===== config.mk =====
export PLATFORM = sky130hd
export DESIGN_NAME = zynq_accel_shell
export DESIGN_NICKNAME = d
export VERILOG_FILES = /design/src/hdl/shell_pkg.sv /design/src/hdl/req_slice.sv /design/src/hdl/host_window_map.sv /design/src/hdl/dram_rebase.sv /design/src/hdl/mem_profiler.sv /design/src/hdl/shell_csr.sv /design/src/hdl/zynq_accel_shell.sv
export SDC_FILE = /design/constraint.sdc
export NUM_CORES = 1
export LEC_CHECK = 0
export BUFFER_PORTS_ARGS = -buffer_cell sky130_fd_sc_hd__buf_2
export CAP_MARGIN = 40
export CORE_ASPECT_RATIO = 0.9
export CORE_MARGIN = 8
export CORE_UTILIZATION = 25
export CTS_CLUSTER_DIAMETER = 150
export DETAILED_ROUTE_END_ITERATION = 8
export RECOVER_POWER = 25
export SLEW_MARGIN = 20
export SYNTH_ARGS = -nofsm -noshare
export SYNTH_HDL_FRONTEND = slang
export SYNTH_SLANG_ARGS = --single-unit
export TNS_END_PERCENT = 50

===== constraint.sdc =====
create_clock -name clk_i -period 6.1 [get_ports clk_i]
set_clock_uncertainty 0.2 [all_clocks]
set_input_delay 0.61 -clock clk_i [delete_from_list [all_inputs] [get_ports clk_i]]
set_output_delay 0.61 -clock clk_i [all_outputs]
set_load 0.005 [all_outputs]

===== src/hdl/shell_pkg.sv =====
`default_nettype none

package shell_pkg;

   // bus widths
   localparam int addr_width_lp      = 32;
   // the second general-purpose port drops the top two address bits
   localparam int host_addr_width_lp = 30;
   localparam int data_width_lp      = 32;
   localparam int strb_width_lp      = data_width_lp / 8;

   // accelerator DRAM starts here in its own address space
   localparam logic [addr_width_lp-1:0] accel_dram_base_lp = 32'h8000_0000;
   // 120 MiB of the PS-allocated region is available to the accelerator
   localparam logic [addr_width_lp-1:0] dram_limit_lp      = 32'd125_829_120;

   // host window decode
   localparam int host_sel_bit_lp  = 29;
   localparam int host_low_bits_lp = 28;

   // each profiler region covers 8 MiB of accelerator DRAM
   localparam int prof_regions_lp = 128;
   localparam int prof_top_bit_lp = 29;

   // register word map
   localparam int csr_addr_width_lp = 3;
   localparam logic [csr_addr_width_lp-1:0] csr_ctrl_lp   = 3'd0;
   localparam logic [csr_addr_width_lp-1:0] csr_alloc_lp  = 3'd1;
   localparam logic [csr_addr_width_lp-1:0] csr_base_lp   = 3'd2;
   localparam logic [csr_addr_width_lp-1:0] csr_status_lp = 3'd3;
   // profiler words follow at indices 4 to 7, lowest bits first
   localparam logic [csr_addr_width_lp-1:0] csr_prof0_lp  = 3'd4;

   // request as it arrives from the host port
   typedef struct packed {
      logic [host_addr_width_lp-1:0] addr;
      logic                          we;
      logic [data_width_lp-1:0]      data;
      logic [strb_width_lp-1:0]      strb;
   } host_req_t;

   // request in accelerator or DRAM address space
   typedef struct packed {
      logic [addr_width_lp-1:0] addr;
      logic                     we;
      logic [data_width_lp-1:0] data;
      logic [strb_width_lp-1:0] strb;
   } accel_req_t;

endpackage

`default_nettype wire


===== src/hdl/req_slice.sv =====
`default_nettype none

module req_slice
   #(parameter type payload_t = logic)
   (input  wire logic     clk_i
    , input  wire logic   reset_i

    , input  wire logic   in_valid_i
    , output logic        in_ready_o
    , input  wire payload_t in_data_i

    , output logic        out_valid_o
    , input  wire logic   out_ready_i
    , output payload_t    out_data_o
    );

   logic     valid_r;
   payload_t data_r;

   // accept when empty or when the held item leaves this cycle
   assign in_ready_o = ~valid_r | out_ready_i;

   always_ff @(posedge clk_i)
   begin
      if (reset_i)
      begin
         valid_r <= 1'b0;
      end
      else if (in_ready_o)
      begin
         valid_r <= in_valid_i;
      end
   end

   always_ff @(posedge clk_i)
   begin
      if (in_valid_i & in_ready_o)
      begin
         data_r <= in_data_i;
      end
   end

   assign out_valid_o = valid_r;
   assign out_data_o  = data_r;

   // a stalled item must stay put until the consumer takes it
   hold_under_stall_a : assert property (@(posedge clk_i) disable iff (reset_i)
      (out_valid_o && !out_ready_i) |=> (out_valid_o && $stable(out_data_o)));

endmodule

`default_nettype wire


===== src/hdl/host_window_map.sv =====
`default_nettype none

module host_window_map
   (input  wire logic                   clk_i
    , input  wire logic                 reset_i

    , input  wire logic                 host_valid_i
    , output logic                      host_ready_o
    , input  wire shell_pkg::host_req_t host_req_i

    , output logic                      accel_valid_o
    , input  wire logic                 accel_ready_i
    , output shell_pkg::accel_req_t     accel_req_o
    );

   shell_pkg::accel_req_t xlat_req;

   // host 0x0xxx_xxxx lands in accelerator DRAM at 0x8xxx_xxxx, and host
   // 0x2xxx_xxxx reaches the low local space at 0x0xxx_xxxx
   always_comb
   begin
      xlat_req.addr = {~host_req_i.addr[shell_pkg::host_sel_bit_lp]
                       , 3'b000
                       , host_req_i.addr[shell_pkg::host_low_bits_lp-1:0]};
      xlat_req.we   = host_req_i.we;
      xlat_req.data = host_req_i.data;
      xlat_req.strb = host_req_i.strb;
   end

   req_slice #(.payload_t(shell_pkg::accel_req_t)) slice_i
      (.clk_i        (clk_i)
       , .reset_i    (reset_i)
       , .in_valid_i (host_valid_i)
       , .in_ready_o (host_ready_o)
       , .in_data_i  (xlat_req)
       , .out_valid_o(accel_valid_o)
       , .out_ready_i(accel_ready_i)
       , .out_data_o (accel_req_o)
       );

   // the request presented one cycle after a host transfer carries the window bits
   window_map_a : assert property (@(posedge clk_i) disable iff (reset_i)
      (host_valid_i && host_ready_o) |=>
         (accel_valid_o && accel_req_o.addr[30:28] == 3'b000
          && accel_req_o.addr[27:0] == $past(host_req_i.addr[27:0])));

endmodule

`default_nettype wire


===== src/hdl/dram_rebase.sv =====
`default_nettype none

module dram_rebase
   (input  wire logic                                clk_i
    , input  wire logic                              reset_i
    , input  wire logic                              accel_reset_i
    , input  wire logic [shell_pkg::addr_width_lp-1:0] dram_base_i

    , input  wire logic                              req_valid_i
    , output logic                                   req_ready_o
    , input  wire shell_pkg::accel_req_t             req_i

    , output logic                                   dram_valid_o
    , input  wire logic                              dram_ready_i
    , output shell_pkg::accel_req_t                  dram_req_o

    , output logic                                   overrun_o
    );

   logic [shell_pkg::addr_width_lp-1:0] dram_offset;
   shell_pkg::accel_req_t               rebased_req;
   logic                                in_fire;
   logic                                overrun_r;

   // strip the accelerator DRAM base, then land in the PS-allocated region
   assign dram_offset = req_i.addr ^ shell_pkg::accel_dram_base_lp;

   always_comb
   begin
      rebased_req      = req_i;
      rebased_req.addr = dram_offset + dram_base_i;
   end

   assign in_fire = req_valid_i & req_ready_o;

   req_slice #(.payload_t(shell_pkg::accel_req_t)) slice_i
      (.clk_i        (clk_i)
       , .reset_i    (reset_i)
       , .in_valid_i (req_valid_i)
       , .in_ready_o (req_ready_o)
       , .in_data_i  (rebased_req)
       , .out_valid_o(dram_valid_o)
       , .out_ready_i(dram_ready_i)
       , .out_data_o (dram_req_o)
       );

   // sticky until the accelerator is put back into reset
   always_ff @(posedge clk_i)
   begin
      if (accel_reset_i)
      begin
         overrun_r <= 1'b0;
      end
      else if (in_fire && dram_offset >= shell_pkg::dram_limit_lp)
      begin
         overrun_r <= 1'b1;
      end
   end

   assign overrun_o = overrun_r;

   overrun_sticky_a : assert property (@(posedge clk_i) disable iff (reset_i)
      $fell(overrun_o) |-> $past(accel_reset_i));

endmodule

`default_nettype wire


===== src/hdl/mem_profiler.sv =====
`default_nettype none

module mem_profiler
   (input  wire logic                                  clk_i
    , input  wire logic                                accel_reset_i

    , input  wire logic                                touch_i
    , input  wire logic [shell_pkg::addr_width_lp-1:0] touch_addr_i

    , output logic [shell_pkg::prof_regions_lp-1:0]    bitmap_o
    );

   localparam int idx_width_lp = $clog2(shell_pkg::prof_regions_lp);

   logic [idx_width_lp-1:0] region_idx;

   // the region index sits just below the two top address bits
   assign region_idx = touch_addr_i[shell_pkg::prof_top_bit_lp -: idx_width_lp];

   // bits only ever get set here, so the host sees every region the
   // accelerator has used since it left reset
   always_ff @(posedge clk_i)
   begin
      if (accel_reset_i)
      begin
         bitmap_o <= '0;
      end
      else if (touch_i)
      begin
         bitmap_o[region_idx] <= 1'b1;
      end
   end

endmodule

`default_nettype wire


===== src/hdl/shell_csr.sv =====
`default_nettype none

module shell_csr
   (input  wire logic                                      clk_i
    , input  wire logic                                    reset_i

    , input  wire logic                                    csr_we_i
    , input  wire logic                                    csr_re_i
    , input  wire logic [shell_pkg::csr_addr_width_lp-1:0] csr_addr_i
    , input  wire logic [shell_pkg::data_width_lp-1:0]     csr_wdata_i
    , output logic [shell_pkg::data_width_lp-1:0]          csr_rdata_o
    , output logic                                         csr_rvalid_o

    , output logic                                         run_o
    , output logic [shell_pkg::addr_width_lp-1:0]          dram_base_o

    , input  wire logic                                    overrun_i
    , input  wire logic [shell_pkg::prof_regions_lp-1:0]   bitmap_i
    );

   localparam int dw_lp = shell_pkg::data_width_lp;

   logic [dw_lp-1:0] ctrl_r;
   logic [dw_lp-1:0] alloc_r;
   logic [dw_lp-1:0] base_r;
   logic [dw_lp-1:0] rdata_r;
   logic             rvalid_r;

   logic [shell_pkg::csr_addr_width_lp-1:0]            prof_sel;
   logic [shell_pkg::prof_regions_lp/dw_lp-1:0][dw_lp-1:0] prof_words;
   logic [dw_lp-1:0]                                   rd_word;

   // only the three host-owned words are writable
   always_ff @(posedge clk_i)
   begin
      if (reset_i)
      begin
         ctrl_r  <= '0;
         alloc_r <= '0;
         base_r  <= '0;
      end
      else if (csr_we_i)
      begin
         case (csr_addr_i)
            shell_pkg::csr_ctrl_lp:  ctrl_r  <= csr_wdata_i;
            shell_pkg::csr_alloc_lp: alloc_r <= csr_wdata_i;
            shell_pkg::csr_base_lp:  base_r  <= csr_wdata_i;
            default:                 ;
         endcase
      end
   end

   // view the bitmap as four words, bits 0 to 31 in word 0
   assign prof_words = bitmap_i;
   assign prof_sel   = csr_addr_i - shell_pkg::csr_prof0_lp;

   always_comb
   begin
      case (csr_addr_i)
         shell_pkg::csr_ctrl_lp:   rd_word = ctrl_r;
         shell_pkg::csr_alloc_lp:  rd_word = alloc_r;
         shell_pkg::csr_base_lp:   rd_word = base_r;
         shell_pkg::csr_status_lp: rd_word = {{(dw_lp-1){1'b0}}, overrun_i};
         default:                  rd_word = prof_words[prof_sel[1:0]];
      endcase
   end

   // read data comes back on the edge after the strobe
   always_ff @(posedge clk_i)
   begin
      if (reset_i)
      begin
         rvalid_r <= 1'b0;
         rdata_r  <= '0;
      end
      else
      begin
         rvalid_r <= csr_re_i;
         if (csr_re_i)
         begin
            rdata_r <= rd_word;
         end
      end
   end

   assign csr_rdata_o  = rdata_r;
   assign csr_rvalid_o = rvalid_r;

   // the accelerator only runs while bit 0 of the control word is set
   assign run_o       = ctrl_r[0];
   assign dram_base_o = base_r;

endmodule

`default_nettype wire


===== src/hdl/zynq_accel_shell.sv =====
`default_nettype none

module zynq_accel_shell
   (input  wire logic                                      clk_i
    , input  wire logic                                    reset_i

    // register port
    , input  wire logic                                    csr_we_i
    , input  wire logic                                    csr_re_i
    , input  wire logic [shell_pkg::csr_addr_width_lp-1:0] csr_addr_i
    , input  wire logic [shell_pkg::data_width_lp-1:0]     csr_wdata_i
    , output logic [shell_pkg::data_width_lp-1:0]          csr_rdata_o
    , output logic                                         csr_rvalid_o

    // host requests from the second general-purpose port
    , input  wire logic                                    host_valid_i
    , output logic                                         host_ready_o
    , input  wire shell_pkg::host_req_t                    host_req_i

    // host requests translated into accelerator space
    , output logic                                         acc_host_valid_o
    , input  wire logic                                    acc_host_ready_i
    , output shell_pkg::accel_req_t                        acc_host_req_o

    // accelerator DRAM requests
    , input  wire logic                                    acc_dram_valid_i
    , output logic                                         acc_dram_ready_o
    , input  wire shell_pkg::accel_req_t                   acc_dram_req_i

    // rebased requests toward the PS DRAM port
    , output logic                                         dram_valid_o
    , input  wire logic                                    dram_ready_i
    , output shell_pkg::accel_req_t                        dram_req_o

    , output logic                                         accel_reset_o
    );

   logic                                  run;
   logic [shell_pkg::addr_width_lp-1:0]   dram_base;
   logic                                  overrun;
   logic [shell_pkg::prof_regions_lp-1:0] bitmap;
   logic                                  dram_in_fire;

   // the accelerator can be held in reset from software, so a new run
   // starts without reloading the bitstream
   assign accel_reset_o = reset_i | ~run;

   assign dram_in_fire = acc_dram_valid_i & acc_dram_ready_o;

   shell_csr csr_i
      (.clk_i         (clk_i)
       , .reset_i     (reset_i)
       , .csr_we_i    (csr_we_i)
       , .csr_re_i    (csr_re_i)
       , .csr_addr_i  (csr_addr_i)
       , .csr_wdata_i (csr_wdata_i)
       , .csr_rdata_o (csr_rdata_o)
       , .csr_rvalid_o(csr_rvalid_o)
       , .run_o       (run)
       , .dram_base_o (dram_base)
       , .overrun_i   (overrun)
       , .bitmap_i    (bitmap)
       );

   host_window_map host_map_i
      (.clk_i          (clk_i)
       , .reset_i      (reset_i)
       , .host_valid_i (host_valid_i)
       , .host_ready_o (host_ready_o)
       , .host_req_i   (host_req_i)
       , .accel_valid_o(acc_host_valid_o)
       , .accel_ready_i(acc_host_ready_i)
       , .accel_req_o  (acc_host_req_o)
       );

   dram_rebase rebase_i
      (.clk_i          (clk_i)
       , .reset_i      (reset_i)
       , .accel_reset_i(accel_reset_o)
       , .dram_base_i  (dram_base)
       , .req_valid_i  (acc_dram_valid_i)
       , .req_ready_o  (acc_dram_ready_o)
       , .req_i        (acc_dram_req_i)
       , .dram_valid_o (dram_valid_o)
       , .dram_ready_i (dram_ready_i)
       , .dram_req_o   (dram_req_o)
       , .overrun_o    (overrun)
       );

   // profile on the accelerator-side address, before rebasing
   mem_profiler profiler_i
      (.clk_i          (clk_i)
       , .accel_reset_i(accel_reset_o)
       , .touch_i      (dram_in_fire)
       , .touch_addr_i (acc_dram_req_i.addr)
       , .bitmap_o     (bitmap)
       );

endmodule

`default_nettype wire


==> out/results.ini <==
[die]
core_um2 = 63800
chipHeight_um = 256
row_count = 88
die_w_um = 283
die_area_um2 = 72400
start_util_pct = 25.1
io_pins = 355

[synth]
synthCells = 1591
synth_area_um2 = 16000
async_reset_ff_share_pct = 0
yosys_warnings = 0
synthFlopType = dfxtp_1
avgSynthCellArea_um2 = 10.1
synth_edf_count = 135
synth-seq-cells = 395
ys_types = 53
synth.yosys.seq_area_share_pct = 57.8

[placement]
place_inst = 2725
io_buffer_count = 350
place.gp.congestion = 0.926
hpwl_mm = 39.4

[power_and_ir_drop]
p_sw_w = 0.00136
pwr-share-clk_pct = 44.3
power_switching_share_pct = 23.0
seq_power_share_pct = 47.9
p_comb_share_pct = 7.8
p_int_w = 0.00455
leakagePower_nw = 8.11
irDropWorstVdd_mv = 0.198
p_per_area_nw_per_um2 = 283

[grt]
grt_pass1_wl_mm = 78.1
overflow = 0
grt_max_degree = 91
antenna_found_initial = 17
grt_pass1_vias = 13000
grtUsageTotal_pct = 13.9

[clock_tree]
cts-htree-levels = 2
clockRootBuffer = clkbuf_16
clock_path_buffers = 3
clk_latency_ns = 0.58
cts_setup_buffers = 0
numCtsBuffers = 43
cts.sinks = 395
cts_tree = done
cts_resized = 0
clkSlewWorstSetupHoldPaths_ns = 0.06

[timing]
fin_setup_tns_ns = 0
fin_crit_sh_pct = 69.5
drv_slew = 113
final-hold-violation-count = 0
relSlewSlack_pct = -108
rsz0062_at_grt = false
period_needed_ns = 4.24
worstMarginPinSlew_ns = 3.12
setup_viol = 0
fmax_ghz = 0.236

[critical_path]
cp_cell_sequence = clkbuf_1 > nand2b_4 > buf_2
r2r_setup_slack_ns = 2.24
cp_max_fo = 53
r2r_end = host_map_i.slice_i.out_data_o[10]$_DFFE_PP_
crit_required_ns = 5.29
worstSetupEndpoint = accel_reset_o
cp_slowest_stage_delay_ns = 1.75
crit_arrival_ns = 3.43
r2r_cells = 4
crit_type = input port to output port
crit_path_start_kind = input port
crit_path_top_delay_cell = clkbuf_1
cp-end-kind = output port
r2r_start = host_map_i.slice_i.out_valid_o$_SDFFE_PP0N_
crit_path_start = reset_i

[detailed_routing]
initialDrtViolationCount = 987
vias = 13200
wl_per_cell_um = 18.5
route.detailed.drc = 0
drt_first_pass_iters = 5
ant_nets = 0
detail_route.wirelength_mm = 53.4
vias_per_cell = 4.57

[run_status]
violations = max-capacitance violations, max-slew violations
status = finished, violations left

[job]
cap_violations = 2

[final_layout]
drive_above_1_share_pct = 23.9
final_nets = 2207
area_growth_pct = 30.8
fin_cells = 2887

[min_path]
worst_hold_path_type = input port to flop

cell usage in the layout, fill, tap and decap left out, types with 3 or more instances in the layout:
cell           Yosys  final
clkinv_2           0      9
nor3_2             2      3
mux2i_1           64     64
and3_1             4      4
clkbuf_16          0     45
clkbuf_8           0      6
nor2_1           222    219
diode_2            0      5
buf_4              3     20
a21o_1            18     18
bufinv_16          0      3
nor3_1            19     18
edfxtp_1         135    135
nand3_1           12     12
clkbuf_1          79     23
nor2_2             0      3
o211ai_1           3      3
nand2_1          250    250
nand2b_1          14     13
conb_1             1      3
a41o_1             3      3
nor2b_1            6      5
a31oi_1            7      7
mux4_2            33     33
buf_2             12    341
ha_1              31     31
o21ai_0            6      6
o21ai_1           37     37
xor2_1            15     15
dlygate4sd3_1      0     79
o31ai_1            3      3
a21oi_1          287    287
nand4_1            4      4
inv_1             10      9
xnor2_1           14     14
dfxtp_1          260    260
kinds of logic after synthesis:
| group | Yosys count | synth area share [%] |
|---|---|---|
| adder cells (fa/ha/maj) | 32 | 2.55 |
| XOR/XNOR | 29 | 1.59 |
| flip-flops | 395 | 57.8 |
| buffers and inverters | 112 | 2.84 |
| other | 1 | 0.0234 |
| multiplexers | 97 | 8.64 |
| AND/OR/NAND/NOR | 546 | 13.8 |
| AO/OA/AOI/OAI | 379 | 12.8 |
what timing repair did:
item                                    4_1_cts  5_1_grt
hold buffers                                 79        0
endpoints found under the setup margin        0        0
hold endpoints to repair                     79        0
how the worst min path moves through the flow:
stage | start | to | slack, ns | depth (start not counted)
2_1_floorplan | profiler_i.bitmap_o[64]$_SDFFE_PP0P_ | profiler_i.bitmap_o[64]$_SDFFE_PP0P_ | 0.23 | 2
3_3_place_gp | csr_i.ctrl_r[18]$_SDFFE_PP0P_ | csr_i.ctrl_r[18]$_SDFFE_PP0P_ | 0.24 | 2
3_5_place_dp | csr_i.ctrl_r[27]$_SDFFE_PP0P_ | csr_i.ctrl_r[27]$_SDFFE_PP0P_ | 0.25 | 2
4_1_cts | acc_dram_req_i[35] | rebase_i.slice_i.out_data_o[35]$_DFFE_PP_ | 0.00004 | 1
5_1_grt | host_req_i[33] | host_map_i.slice_i.out_data_o[33]$_DFFE_PP_ | 0.01 | 1
6_report | host_req_i[21] | host_map_i.slice_i.out_data_o[21]$_DFFE_PP_ | 0.03 | 1
synth_stat cells, types with 15 or more instances:
master	instances	area, µm²
a21o_1	18	135
o21ai_1	37	185
nand2_1	250	938
clkbuf_1	79	297
ha_1	31	388
a21oi_1	287	1440
dfxtp_1	260	5200
mux4_2	33	743
edfxtp_1	135	4050
mux2i_1	64	641
xor2_1	15	131
nor2_1	222	833
nor3_1	19	95.1
area by class of cell:
cell class,instances,area [µm²]
fill,6432,42800
sequential,395,9260
multi-input combinational,1086,6340
timing repair buffer,460,2790
clock buffer,59,1240
tap,855,1070
clock inverter,17,185
inverter,10,37.5
antenna,5,12.5
registers in the layout (all words and copies together) (netlist names):
name	count
csr_i.alloc_r	32
csr_i.csr_rdata_o	32
csr_i.csr_rvalid_o	1
csr_i.ctrl_r	32
csr_i.dram_base_o	32
host_map_i.slice_i.out_data_o	66
host_map_i.slice_i.out_valid_o	1
profiler_i.bitmap_o	128
rebase_i.overrun_o	1
rebase_i.slice_i.out_data_o	69
rebase_i.slice_i.out_valid_o	1
power by group through the flow:
stage	clock, W	sequential [W]	combinational [W]
2_1_floorplan	0	0.00290	0.000200
3_3_place_gp	0	0.00289	0.000413
3_5_place_dp	0	0.00289	0.000425
4_1_cts	0.00270	0.00283	0.000468
5_1_grt	0.00279	0.00284	0.000504
6_report	0.00262	0.00284	0.000461
per-layer routing:
metal	GRT usage (%)	share of wire (%)
met5	0	0.20
met1	16.0	38
met4	3.87	2.3
met2	24.0	48
met3	4.97	11
stage by stage:
| stage | setup slack, ns | total power [W] | util [%] | instance area (µm²) | hold WS [ns] |
|---|---|---|---|---|---|
| final | 1.86 | 0.00592 | 32.9 | 20900 | 0.0292 |
| after global routing | 1.56 | 0.00613 | 32.8 | 20900 | 0.0127 |
| after CTS | 2.95 | 0.00600 | 32.8 | 20900 | 0.0000417 |
| after detailed placement | 2.73 | 0.00332 | 29.3 | 18700 | 0.246 |
| after global placement | 2.73 | 0.00330 | 29.2 | 18600 | 0.241 |
| after floorplan | 2.44 | 0.00310 | - | 16000 | 0.231 |
critical path: cells and delay by family:
kind / cells / cell delay, ns
buf+inv: 2 / 1.98
simple gates: 1 / 0.75
Power figures use the tool's default switching activity.
